===== src/id_ser_pkg.sv =====
package id_ser_pkg;

  // Port ID widths and slot geometry
  localparam int unsigned SLV_ID_W        = 6;
  localparam int unsigned MST_ID_W        = 2;
  localparam int unsigned NUM_SLOTS       = 4;
  localparam int unsigned MAX_TXNS_PER_ID = 4;

  // Payload widths
  localparam int unsigned ADDR_W = 32;
  localparam int unsigned DATA_W = 32;
  localparam int unsigned RESP_W = 2;

  // R return FIFO sizing
  localparam int unsigned R_FIFO_DEPTH = 2;
  localparam int unsigned R_PTR_W      = (R_FIFO_DEPTH > 1) ? $clog2(R_FIFO_DEPTH) : 1;
  localparam int unsigned R_CNT_W      = $clog2(R_FIFO_DEPTH + 1);

  // Outstanding-read counter must reach MAX_TXNS_PER_ID
  localparam int unsigned SLOT_CNT_W = $clog2(MAX_TXNS_PER_ID + 1);

  typedef logic [SLV_ID_W-1:0]   slv_id_t;
  // Master ID doubles as the slot index
  typedef logic [MST_ID_W-1:0]   mst_id_t;
  typedef logic [ADDR_W-1:0]     addr_t;
  typedef logic [DATA_W-1:0]     data_t;
  typedef logic [RESP_W-1:0]     resp_t;
  typedef logic [SLOT_CNT_W-1:0] slot_cnt_t;

  typedef struct packed {
    slv_id_t id;
    addr_t   addr;
  } ar_slv_t;

  typedef struct packed {
    mst_id_t id;
    addr_t   addr;
  } ar_mst_t;

  typedef struct packed {
    mst_id_t id;
    data_t   data;
    resp_t   resp;
  } r_mst_t;

  typedef struct packed {
    slv_id_t id;
    data_t   data;
    resp_t   resp;
  } r_slv_t;

endpackage


===== src/slot_ctrl.sv =====
`timescale 1ns/1ps

module slot_ctrl (
  input  logic                clk_i,
  input  logic                rst_i,
  // Slave AR side
  input  id_ser_pkg::ar_slv_t slv_ar_i,
  input  logic                slv_ar_valid_i,
  output logic                slv_ar_ready_o,
  // AR skid side
  input  logic                skid_ready_i,
  output logic                ar_push_o,
  output id_ser_pkg::ar_mst_t ar_o,
  // R side
  input  id_ser_pkg::r_mst_t  mst_r_i,
  input  logic                r_done_i,
  output id_ser_pkg::r_slv_t  r_slv_o
);

  // Per-slot state
  id_ser_pkg::slot_cnt_t cnt_q   [id_ser_pkg::NUM_SLOTS];
  id_ser_pkg::slot_cnt_t cnt_d   [id_ser_pkg::NUM_SLOTS];
  id_ser_pkg::slv_id_t   owner_q [id_ser_pkg::NUM_SLOTS];

  id_ser_pkg::mst_id_t   ar_slot;
  id_ser_pkg::mst_id_t   r_slot;
  logic                  slot_idle;
  logic                  slot_same_id;
  logic                  slot_has_room;
  logic                  admit;

  // Slot is the slave ID modulo NUM_SLOTS, i.e. its low bits
  assign ar_slot = slv_ar_i.id[id_ser_pkg::MST_ID_W-1:0];
  assign r_slot  = mst_r_i.id;

  assign slot_idle     = (cnt_q[ar_slot] == '0);
  assign slot_same_id  = (owner_q[ar_slot] == slv_ar_i.id);
  assign slot_has_room =
    (cnt_q[ar_slot] < id_ser_pkg::slot_cnt_t'(id_ser_pkg::MAX_TXNS_PER_ID));

  // A busy slot only takes more reads of the ID it already serves
  assign admit = slot_idle | (slot_same_id & slot_has_room);

  assign slv_ar_ready_o = admit & skid_ready_i;
  assign ar_push_o      = slv_ar_valid_i & slv_ar_ready_o;

  // Remapped request toward the skid
  always_comb begin
    ar_o      = '0;
    ar_o.id   = ar_slot;
    ar_o.addr = slv_ar_i.addr;
  end

  // Restore the slave ID from the owner of the returning slot
  always_comb begin
    r_slv_o      = '0;
    r_slv_o.id   = owner_q[r_slot];
    r_slv_o.data = mst_r_i.data;
    r_slv_o.resp = mst_r_i.resp;
  end

  // Next count per slot, push and completion may hit the same slot
  always_comb begin
    for (int i = 0; i < id_ser_pkg::NUM_SLOTS; i++) begin
      cnt_d[i] = cnt_q[i];
      if (ar_push_o && (ar_slot == id_ser_pkg::mst_id_t'(i))) begin
        cnt_d[i] = cnt_d[i] + id_ser_pkg::slot_cnt_t'(1);
      end
      if (r_done_i && (r_slot == id_ser_pkg::mst_id_t'(i))) begin
        cnt_d[i] = cnt_d[i] - id_ser_pkg::slot_cnt_t'(1);
      end
    end
  end

  always_ff @(posedge clk_i) begin
    if (rst_i) begin
      for (int i = 0; i < id_ser_pkg::NUM_SLOTS; i++) begin
        cnt_q[i] <= '0;
      end
    end else begin
      for (int i = 0; i < id_ser_pkg::NUM_SLOTS; i++) begin
        cnt_q[i] <= cnt_d[i];
      end
    end
  end

  // Owner only matters while the count is nonzero
  always_ff @(posedge clk_i) begin
    if (ar_push_o) begin
      owner_q[ar_slot] <= slv_ar_i.id;
    end
  end

endmodule


===== src/ar_skid.sv =====
`timescale 1ns/1ps

module ar_skid (
  input  logic                clk_i,
  input  logic                rst_i,
  input  logic                push_i,
  input  id_ser_pkg::ar_mst_t ar_i,
  output logic                ready_o,
  output id_ser_pkg::ar_mst_t ar_o,
  output logic                valid_o,
  input  logic                ready_i
);

  // Output stage drives the master port, spare catches one more
  id_ser_pkg::ar_mst_t out_q;
  id_ser_pkg::ar_mst_t spare_q;
  logic                out_valid_q;
  logic                spare_valid_q;
  logic                pop;

  assign pop     = out_valid_q & ready_i;
  assign ready_o = ~spare_valid_q;
  assign ar_o    = out_q;
  assign valid_o = out_valid_q;

  // Valid flags
  always_ff @(posedge clk_i) begin
    if (rst_i) begin
      out_valid_q   <= 1'b0;
      spare_valid_q <= 1'b0;
    end else if (spare_valid_q) begin
      // Full, no push possible; spare moves up on pop
      if (pop) begin
        spare_valid_q <= 1'b0;
      end
    end else if (push_i) begin
      out_valid_q <= 1'b1;
      if (out_valid_q && !pop) begin
        spare_valid_q <= 1'b1;
      end
    end else if (pop) begin
      out_valid_q <= 1'b0;
    end
  end

  // Payload registers
  always_ff @(posedge clk_i) begin
    if (spare_valid_q) begin
      if (pop) begin
        out_q <= spare_q;
      end
    end else if (push_i) begin
      if (!out_valid_q || pop) begin
        out_q <= ar_i;
      end else begin
        spare_q <= ar_i;
      end
    end
  end

endmodule


===== src/r_fifo.sv =====
`timescale 1ns/1ps

module r_fifo (
  input  logic               clk_i,
  input  logic               rst_i,
  input  logic               push_i,
  input  id_ser_pkg::r_slv_t r_i,
  output logic               not_full_o,
  output id_ser_pkg::r_slv_t r_o,
  output logic               valid_o,
  input  logic               ready_i
);

  id_ser_pkg::r_slv_t              mem_q [id_ser_pkg::R_FIFO_DEPTH];
  logic [id_ser_pkg::R_PTR_W-1:0]  wr_ptr_q;
  logic [id_ser_pkg::R_PTR_W-1:0]  rd_ptr_q;
  logic [id_ser_pkg::R_CNT_W-1:0]  cnt_q;
  logic                            do_push;
  logic                            do_pop;

  assign not_full_o = (cnt_q != id_ser_pkg::R_CNT_W'(id_ser_pkg::R_FIFO_DEPTH));
  assign valid_o    = (cnt_q != '0);
  assign r_o        = mem_q[rd_ptr_q];

  assign do_push = push_i & not_full_o;
  assign do_pop  = valid_o & ready_i;

  // Pointers wrap at the last entry
  function automatic logic [id_ser_pkg::R_PTR_W-1:0] next_ptr(
    input logic [id_ser_pkg::R_PTR_W-1:0] ptr
  );
    logic [id_ser_pkg::R_PTR_W-1:0] last;
    last = id_ser_pkg::R_PTR_W'(id_ser_pkg::R_FIFO_DEPTH - 1);
    if (ptr == last) begin
      return '0;
    end
    return ptr + id_ser_pkg::R_PTR_W'(1);
  endfunction

  always_ff @(posedge clk_i) begin
    if (rst_i) begin
      wr_ptr_q <= '0;
      rd_ptr_q <= '0;
      cnt_q    <= '0;
    end else begin
      if (do_push) begin
        wr_ptr_q <= next_ptr(wr_ptr_q);
      end
      if (do_pop) begin
        rd_ptr_q <= next_ptr(rd_ptr_q);
      end
      // Fill count changes only when exactly one side moves
      if (do_push && !do_pop) begin
        cnt_q <= cnt_q + id_ser_pkg::R_CNT_W'(1);
      end else if (do_pop && !do_push) begin
        cnt_q <= cnt_q - id_ser_pkg::R_CNT_W'(1);
      end
    end
  end

  // Storage
  always_ff @(posedge clk_i) begin
    if (do_push) begin
      mem_q[wr_ptr_q] <= r_i;
    end
  end

endmodule


===== src/id_ser_top.sv =====
`timescale 1ns/1ps

module id_ser_top (
  input  logic                clk_i,
  input  logic                rst_i,
  // Slave port, wide IDs
  input  id_ser_pkg::ar_slv_t slv_ar_i,
  input  logic                slv_ar_valid_i,
  output logic                slv_ar_ready_o,
  output id_ser_pkg::r_slv_t  slv_r_o,
  output logic                slv_r_valid_o,
  input  logic                slv_r_ready_i,
  // Master port, narrow IDs
  output id_ser_pkg::ar_mst_t mst_ar_o,
  output logic                mst_ar_valid_o,
  input  logic                mst_ar_ready_i,
  input  id_ser_pkg::r_mst_t  mst_r_i,
  input  logic                mst_r_valid_i,
  output logic                mst_r_ready_o
);

  // AR path between controller and skid
  logic                skid_ready;
  logic                ar_push;
  id_ser_pkg::ar_mst_t ar_remap;

  // R path between controller and return FIFO
  logic                r_not_full;
  logic                r_done;
  id_ser_pkg::r_slv_t  r_restored;

  // Master R beat is taken whenever the return FIFO has room
  assign mst_r_ready_o = r_not_full;
  assign r_done        = mst_r_valid_i & r_not_full;

  slot_ctrl i_slot_ctrl (
    .clk_i          ( clk_i          ),
    .rst_i          ( rst_i          ),
    .slv_ar_i       ( slv_ar_i       ),
    .slv_ar_valid_i ( slv_ar_valid_i ),
    .slv_ar_ready_o ( slv_ar_ready_o ),
    .skid_ready_i   ( skid_ready     ),
    .ar_push_o      ( ar_push        ),
    .ar_o           ( ar_remap       ),
    .mst_r_i        ( mst_r_i        ),
    .r_done_i       ( r_done         ),
    .r_slv_o        ( r_restored     )
  );

  ar_skid i_ar_skid (
    .clk_i   ( clk_i          ),
    .rst_i   ( rst_i          ),
    .push_i  ( ar_push        ),
    .ar_i    ( ar_remap       ),
    .ready_o ( skid_ready     ),
    .ar_o    ( mst_ar_o       ),
    .valid_o ( mst_ar_valid_o ),
    .ready_i ( mst_ar_ready_i )
  );

  r_fifo i_r_fifo (
    .clk_i      ( clk_i         ),
    .rst_i      ( rst_i         ),
    .push_i     ( r_done        ),
    .r_i        ( r_restored    ),
    .not_full_o ( r_not_full    ),
    .r_o        ( slv_r_o       ),
    .valid_o    ( slv_r_valid_o ),
    .ready_i    ( slv_r_ready_i )
  );

endmodule


===== config.mk =====
export PLATFORM = sky130hd
export DESIGN_NAME = id_ser_top
export DESIGN_NICKNAME = d
export VERILOG_FILES = /design/src/id_ser_pkg.sv /design/src/slot_ctrl.sv /design/src/ar_skid.sv /design/src/r_fifo.sv /design/src/id_ser_top.sv
export SDC_FILE = /design/constraint.sdc
export NUM_CORES = 1
export LEC_CHECK = 0
export ABC_AREA = 1
export BUFFER_PORTS_ARGS = -buffer_cell sky130_fd_sc_hd__buf_4
export CAP_MARGIN = 5
export CORE_MARGIN = 3
export CORE_UTILIZATION = 50
export DETAILED_ROUTE_END_ITERATION = 8
export PLACE_DENSITY = 0.76
export SLEW_MARGIN = 20
export SYNTH_ARGS = -nofsm -noshare
export SYNTH_HDL_FRONTEND = slang
export SYNTH_HIERARCHICAL = 1
export SYNTH_SLANG_ARGS = --single-unit
export TNS_END_PERCENT = 5

===== constraint.sdc =====
create_clock -name clk_i -period 5.1 [get_ports clk_i]
set_clock_uncertainty 0.1 [all_clocks]
set_input_delay 1.02 -clock clk_i [delete_from_list [all_inputs] [get_ports clk_i]]
set_output_delay 1.02 -clock clk_i [all_outputs]
set_load 0.01 [all_outputs]

Word-level counts from Yosys, hierarchy flattened
Memory sizes are Yosys's and may differ from the RTL's. A register that Yosys moved wholly into a read port is not among the register bits.
Cells that the tools add are included.
{ "classes": {"addsub": 12, "muxes": 43, "n_bitwise": 14, "reduce_logical": 27, "order_cmp": 1, "eq_ne": 9} }
{ "op_table": {"columns": ["op", "n"], "rows": [
  ["$mux W34", 4],
  ["$mux W3", 12],
  ["$mux W1", 25],
  ["$add A3 B1 Y3 const B", 4],
  ["$sub A3 B1 Y3 const B", 4],
  ["$logic_and A1 B1 Y1", 11],
  ["$reduce_bool A2 Y1", 5],
  ["$eq A2 B2 Y1 const B", 4],
  ["$and A1 B1 Y1", 7],
  ["$eq A6 B6 Y1", 1],
  ["$reduce_and A3 Y1", 2],
  ["$or A1 B1 Y1", 5],
  ["$eq A2 B1 Y1 const B", 2],
  ["$logic_not A1 Y1", 4],
  ["$logic_not A2 Y1", 2],
  ["$mux W2", 2],
  ["$ne A2 B2 Y1 const B", 2],
  ["$logic_not A3 Y1", 1],
  ["$lt A3 B3 Y1 const B", 1],
  ["$add A1 B1 Y1 const B", 2],
  ["$add A2 B1 Y2 const B", 1],
  ["$not A1 Y1", 2],
  ["$reduce_and A2 Y1", 1],
  ["$sub A2 B1 Y2 const B", 1],
  ["$logic_or A1 B1 Y1", 1]
]} }
{ "word_totals": {"ramBits": 116, "n_memories": 3, "inputBits": 80, "regBits": 74, "wordCells": 118} }
{ "mem_list": {"columns": ["memory", "words", "word_bits", "read_ports", "rd_ports_with_merged_regs", "wr", "line_no", "source"], "rows": [
  ["i_r_fifo.mem_q", 2, 40, 1, 1, 1, "r_fifo.sv:14", "id_ser_pkg::r_slv_t mem_q [id_ser_pkg::R_FIFO_DEPTH];"],
  ["i_slot_ctrl.owner_q", 4, 6, 2, 0, 1, "slot_ctrl.sv:23", "id_ser_pkg::slv_id_t owner_q [id_ser_pkg::NUM_SLOTS];"],
  ["i_slot_ctrl.cnt_q", 4, 3, 5, 0, 4, "slot_ctrl.sv:21", "id_ser_pkg::slot_cnt_t cnt_q [id_ser_pkg::NUM_SLOTS];"]
]} }

Logic depth before layout (Yosys ltp)
An unclocked memory read counts as a cell.
{ "logic_depth": {"ltp_word": 11, "depth_mapped": 22, "mapped_depth_nobuf": 22} }

Modules after synthesis
The synthesis kept the hierarchy.
{ "modules_own_cells": {"columns": ["mod", "seq_area_each_um2", "cells_each", "instances", "area_per_inst_um2"], "rows": [
  ["r_fifo", 2502.4, 161, 1, 3136.8],
  ["slot_ctrl", 960.9, 350, 1, 2772.7],
  ["ar_skid", 2082.0, 199, 1, 2605.0],
  ["id_ser_top", 0.0, 2, 1, 7.5]
]} }

Worst setup path after synthesis
OpenSTA, ideal clock, no wires.
{ "synth_timing": {"path_kind": "in2reg", "from": "input port slv_ar_i[33] in the netlist's numbering", "to": "register i_ar_skid/spare_q[0] in the netlist's numbering (enable)", "cell_stages": 13, "t_arrival_ps": 4521, "path_buffers": 1, "slack_ps": 11, "required_time_ps": 4532, "path_cell_list": "buf_6 inv_2 nor2_4 nand2_2 nand3_2 nand2_1 nand2_1 nand3_2 a21oi_4 nand2_1 inv_1 inv_1 nor3_1"} }
{ "synth_between": {"elab_chain_cells": 7} }
{ "synth_rtl": {"columns": ["element", "line_no", "source"], "rows": [
  ["from (decl)", "id_ser_top.sv:7", "input id_ser_pkg::ar_slv_t slv_ar_i,"],
  ["$mem_v2 Z4 W3 or $mem_v2 Z4 W6 (tied branches)", null, null],
  ["$lt A3 B3 Y1 or $eq A6 B6 Y1 (tied branches)", "slot_ctrl.sv:39, slot_ctrl.sv:37", null],
  ["$and A1 B1 Y1", "slot_ctrl.sv:42", "assign admit = slot_idle | (slot_same_id & slot_has_room);"],
  ["$or A1 B1 Y1 *", "slot_ctrl.sv:42", null],
  ["$and A1 B1 Y1 *", "slot_ctrl.sv:44", "assign slv_ar_ready_o = admit & skid_ready_i;"],
  ["net slv_ar_ready_o", "id_ser_top.sv:9", "output logic slv_ar_ready_o,"],
  ["$and A1 B1 Y1 *", "slot_ctrl.sv:45", "assign ar_push_o = slv_ar_valid_i & slv_ar_ready_o;"],
  ["net ar_push", "id_ser_top.sv:24", "logic ar_push;"],
  ["$reduce_and A3 Y1 (no source line) *", null, null],
  ["to (signal assigned)", "ar_skid.sv:56", "spare_q <= ar_i;"],
  ["to (decl)", "ar_skid.sv:16", "id_ser_pkg::ar_mst_t spare_q;"]
]} }
The timed path passes the listed nets; every way through them passes the cells marked *.
A chain may end at the register's enable or synchronous reset.

Worst setup path in the final report
{ "layout_timing": {"from": "input port slv_ar_i[32] in the netlist's numbering", "to": "output port slv_ar_ready_o"} }
{ "layout_between": {"elab_chain_cells": 5} }
{ "layout_rtl": {"columns": ["element", "line_no"], "rows": [
  ["$mem_v2 Z4 W3 or $mem_v2 Z4 W6 (tied branches)", null],
  ["$lt A3 B3 Y1 or $eq A6 B6 Y1 (tied branches)", "slot_ctrl.sv:39, slot_ctrl.sv:37"],
  ["$and A1 B1 Y1", "slot_ctrl.sv:42"],
  ["$or A1 B1 Y1 *", "slot_ctrl.sv:42"],
  ["$and A1 B1 Y1 *", "slot_ctrl.sv:44"],
  ["to (decl)", "id_ser_top.sv:9"]
]} }
Every way passes the cells marked *; elsewhere a longest branch is shown, timed or not.

==> results.json <==
{
  "ys_seq_area_frac": 0.651,
  "synth_top_family_by_area": "simple AND/OR/NAND/NOR gates",
  "worst_slew_pin_slew_ps": 935,
  "relSlewSlack": 0.377,
  "ctsRootBufferMaster": "clkbuf_16",
  "yosys_warnings": 6,
  "grt_pass1_wl_mm": 24.0,
  "ys_ff_latch": 191,
  "cts-resized-gates": 0,
  "rsz0062_at_grt": "no",
  "vias": 5068,
  "placed_area_sq_um": 9400,
  "drc": 0,
  "rrSetupSlack_ps": 2210,
  "synth-adder-area-share": 0.0132,
  "syn_avg_cell_area_sq_um": 12.0,
  "finalMaxSlewViolations": 0,
  "dieArea_sq_um": 18600,
  "clock-sinks": 191,
  "synth_compound_area_frac": 0.0231,
  "status": "finished, final reports clean",
  "setup_viol": 0,
  "first_pass_iters": 4,
  "clkSlewWorstSetupHoldPaths_ps": 70,
  "die_h_um": 137,
  "cts_tree": "yes",
  "hold_viol_final": 0,
  "cpPeakStageDelay_ps": 240,
  "grt_max_degree": 41,
  "period_minus_slack_ps": 3590,
  "yosys.area_share.simple": 0.154,
  "finalNetCount": 900,
  "ir_worst_vdd_uv": 226,
  "holdCritPathClass": "reg -> reg",
  "globalplace.congestion": 0.861,
  "fin_crit_sh": 0.704,
  "crit_top_cell": "buf_4",
  "row_count": 47,
  "drtIter0Drc": 255,
  "syn-num-nets": 801,
  "wl_per_cell_um": 14.8,
  "async_flop_share": 0,
  "final_util": 0.599,
  "worstSetupPathType": "in -> out",
  "cts_buffer_depth": 2,
  "finalInstanceArea_sq_um": 9970,
  "portBuffers": 157,
  "dp_slack_ps": 1280,
  "post-cts-setup-buffer-count": 0,
  "cts_hold_buf": 0,
  "syn-instance-count": 712,
  "diodes": 0,
  "crit_path_max_fanout": 18,
  "cp_data_arrival_time_ps": 2470,
  "drive_gt1_frac": 0.328,
  "numCtsBuffers": 17,
  "power.leakage_nw": 4.16,
  "required_ps": 3980,
  "setup_tns_ps": 0,
  "htreeDepth": 4,
  "grt_pass1_vias": 4989,
  "clkLatencyLatePin_ps": 420,
  "postRouteAntennaNets": 0,
  "seq_area_sq_um": 5550,
  "crit_chain": "buf_4 > inv_2 > nor2_4 > nand3b_1 > nand2_1 > nor2_1 > nor2_2 > nand3_2 > a21oi_4 > buf_4",
  "synthToLayoutAreaGrowth_pct": 17.0,
  "timing.fmax_mhz": 279,
  "critPathLaunchType": "input pin",
  "wl_mm": 15.4,
  "initial_core_util": 0.512,
  "boundaryPins": 158,
  "fillers": 1334,
  "track_usage": 0.167,
  "core_area_sq_um": 16600,
  "synth_top_flop_cell": "edfxtp_1",
  "synth.distinct_cells": 33,
  "overflow": 0,
  "slowest_stage": "a21oi_4",
  "mostFrequentLayoutCell": "nand2_1",
  "multi_input_area_sq_um": 2130,
  "antenna_found_initial": 0,
  "hpwl_mm": 10.7,
  "critPathCaptureType": "primary output",
  "synth_edf_count": 172,
  "die_w_um": 137,
  "cap_violations": 0,
  "power_density_nw_per_um2": 432,
  "layout_common_cells": "nand2_1, edfxtp_1, buf_4",
  "fin_ws_ps": 1510,
  "fin_hold_ws_ps": 404,
  "syn_area_sq_um": 8520,
  "yosys.area_share.xor_xnor": 0.00411,
  "via_per_inst": 4.85,
  "muxShareOfSynthArea": 0.0529
}
power by group:
group / total [W] / leakage (nW) / internal [W] / switching (W)
clock: 0.00125 / 0.277 / 0.000650 / 0.000600
sequential: 0.00208 / 1.75 / 0.00198 / 0.000104
combinational: 0.000969 / 2.13 / 0.000463 / 0.000506
total: 0.00430 / 4.16 / 0.00309 / 0.00121
flip-flops by register name, summed over array words and instances (netlist names), named ones only:
register,flops
i_ar_skid/spare_q,34
i_r_fifo/wr_ptr_q,1
i_ar_skid/valid_o,1
i_r_fifo/rd_ptr_q,1
i_r_fifo/cnt_q,2
i_slot_ctrl/cnt_q,12
i_ar_skid/ar_o,34
i_slot_ctrl/owner_q,24
i_r_fifo/mem_q,80
i_ar_skid/spare_valid_q,1
cells in the mapped netlist, types with 2 or more instances:
cell | n | area, sq um
inv_1 | 48 | 180
o21ai_0 | 8 | 40.0
nand3_1 | 14 | 70.1
nand4_4 | 3 | 63.8
nor2_4 | 2 | 22.5
nand3_2 | 4 | 40.0
clkinv_2 | 3 | 15.0
edfxtp_1 | 172 | 5160
buf_2 | 2 | 10.0
nor2_1 | 32 | 120
inv_2 | 6 | 22.5
nor2_2 | 3 | 18.8
nand3b_1 | 3 | 22.5
buf_4 | 70 | 526
nand2_2 | 5 | 31.3
and2_1 | 4 | 25.0
dfxtp_1 | 19 | 380
buf_6 | 10 | 113
xor2_1 | 4 | 35.0
nand2_1 | 218 | 818
mux2_2 | 40 | 450
a21oi_1 | 7 | 35.0
a22oi_1 | 11 | 82.6
ha_1 | 9 | 113
nand4_1 | 7 | 43.8
cell type report:
type                    count  area share
flip-flops and latches    191       0.556
inverters                  57      0.0218
well taps                 220      0.0276
clock inverters            15      0.0146
repair buffers            163       0.123
multi-input cells         381       0.214
clock buffers              17      0.0427
cell families (layout without fill, tap and decap cells):
group	Yosys count	in the layout
AND/OR/NAND/NOR	299	299
flip-flops	191	191
buffers and inverters	140	252
multiplexers	40	40
AO/OA/AOI/OAI	29	29
adder cells (fa/ha/maj)	9	9
XOR/XNOR	4	4
path summary, 6_finish.rpt:
kind / from / to / cells past startpoint
max: slv_ar_i[32] / slv_ar_ready_o / 10
min: i_r_fifo/rd_ptr_q / flop / 2
max reg2reg: i_ar_skid/spare_valid_q / i_ar_skid/ar_o[3] / 12
min reg2reg: i_r_fifo/rd_ptr_q / flop / 2
worst max-delay path: cells and delay by family:
kind,cells,cell delay [ps]
compound gates,1,240
simple gates,6,700
buf+inv,3,510
routing by layer:
layer / wire, um / track usage / share of wire
met5: 0 / 0 / 0
met4: 183 / 0.0538 / 0.012
met3: 1270 / 0.0563 / 0.082
met2: 7460 / 0.272 / 0.48
met1: 6510 / 0.211 / 0.42
per-stage QoR:
stage	std cells	total power, W
after CTS	1044	0.00436
final	1044	0.00430
after global routing	1044	0.00453
after global placement	1012	0.00308
after detailed placement	1012	0.00310
after floorplan	712	0.00270
(Power assumes the default switching activity.)
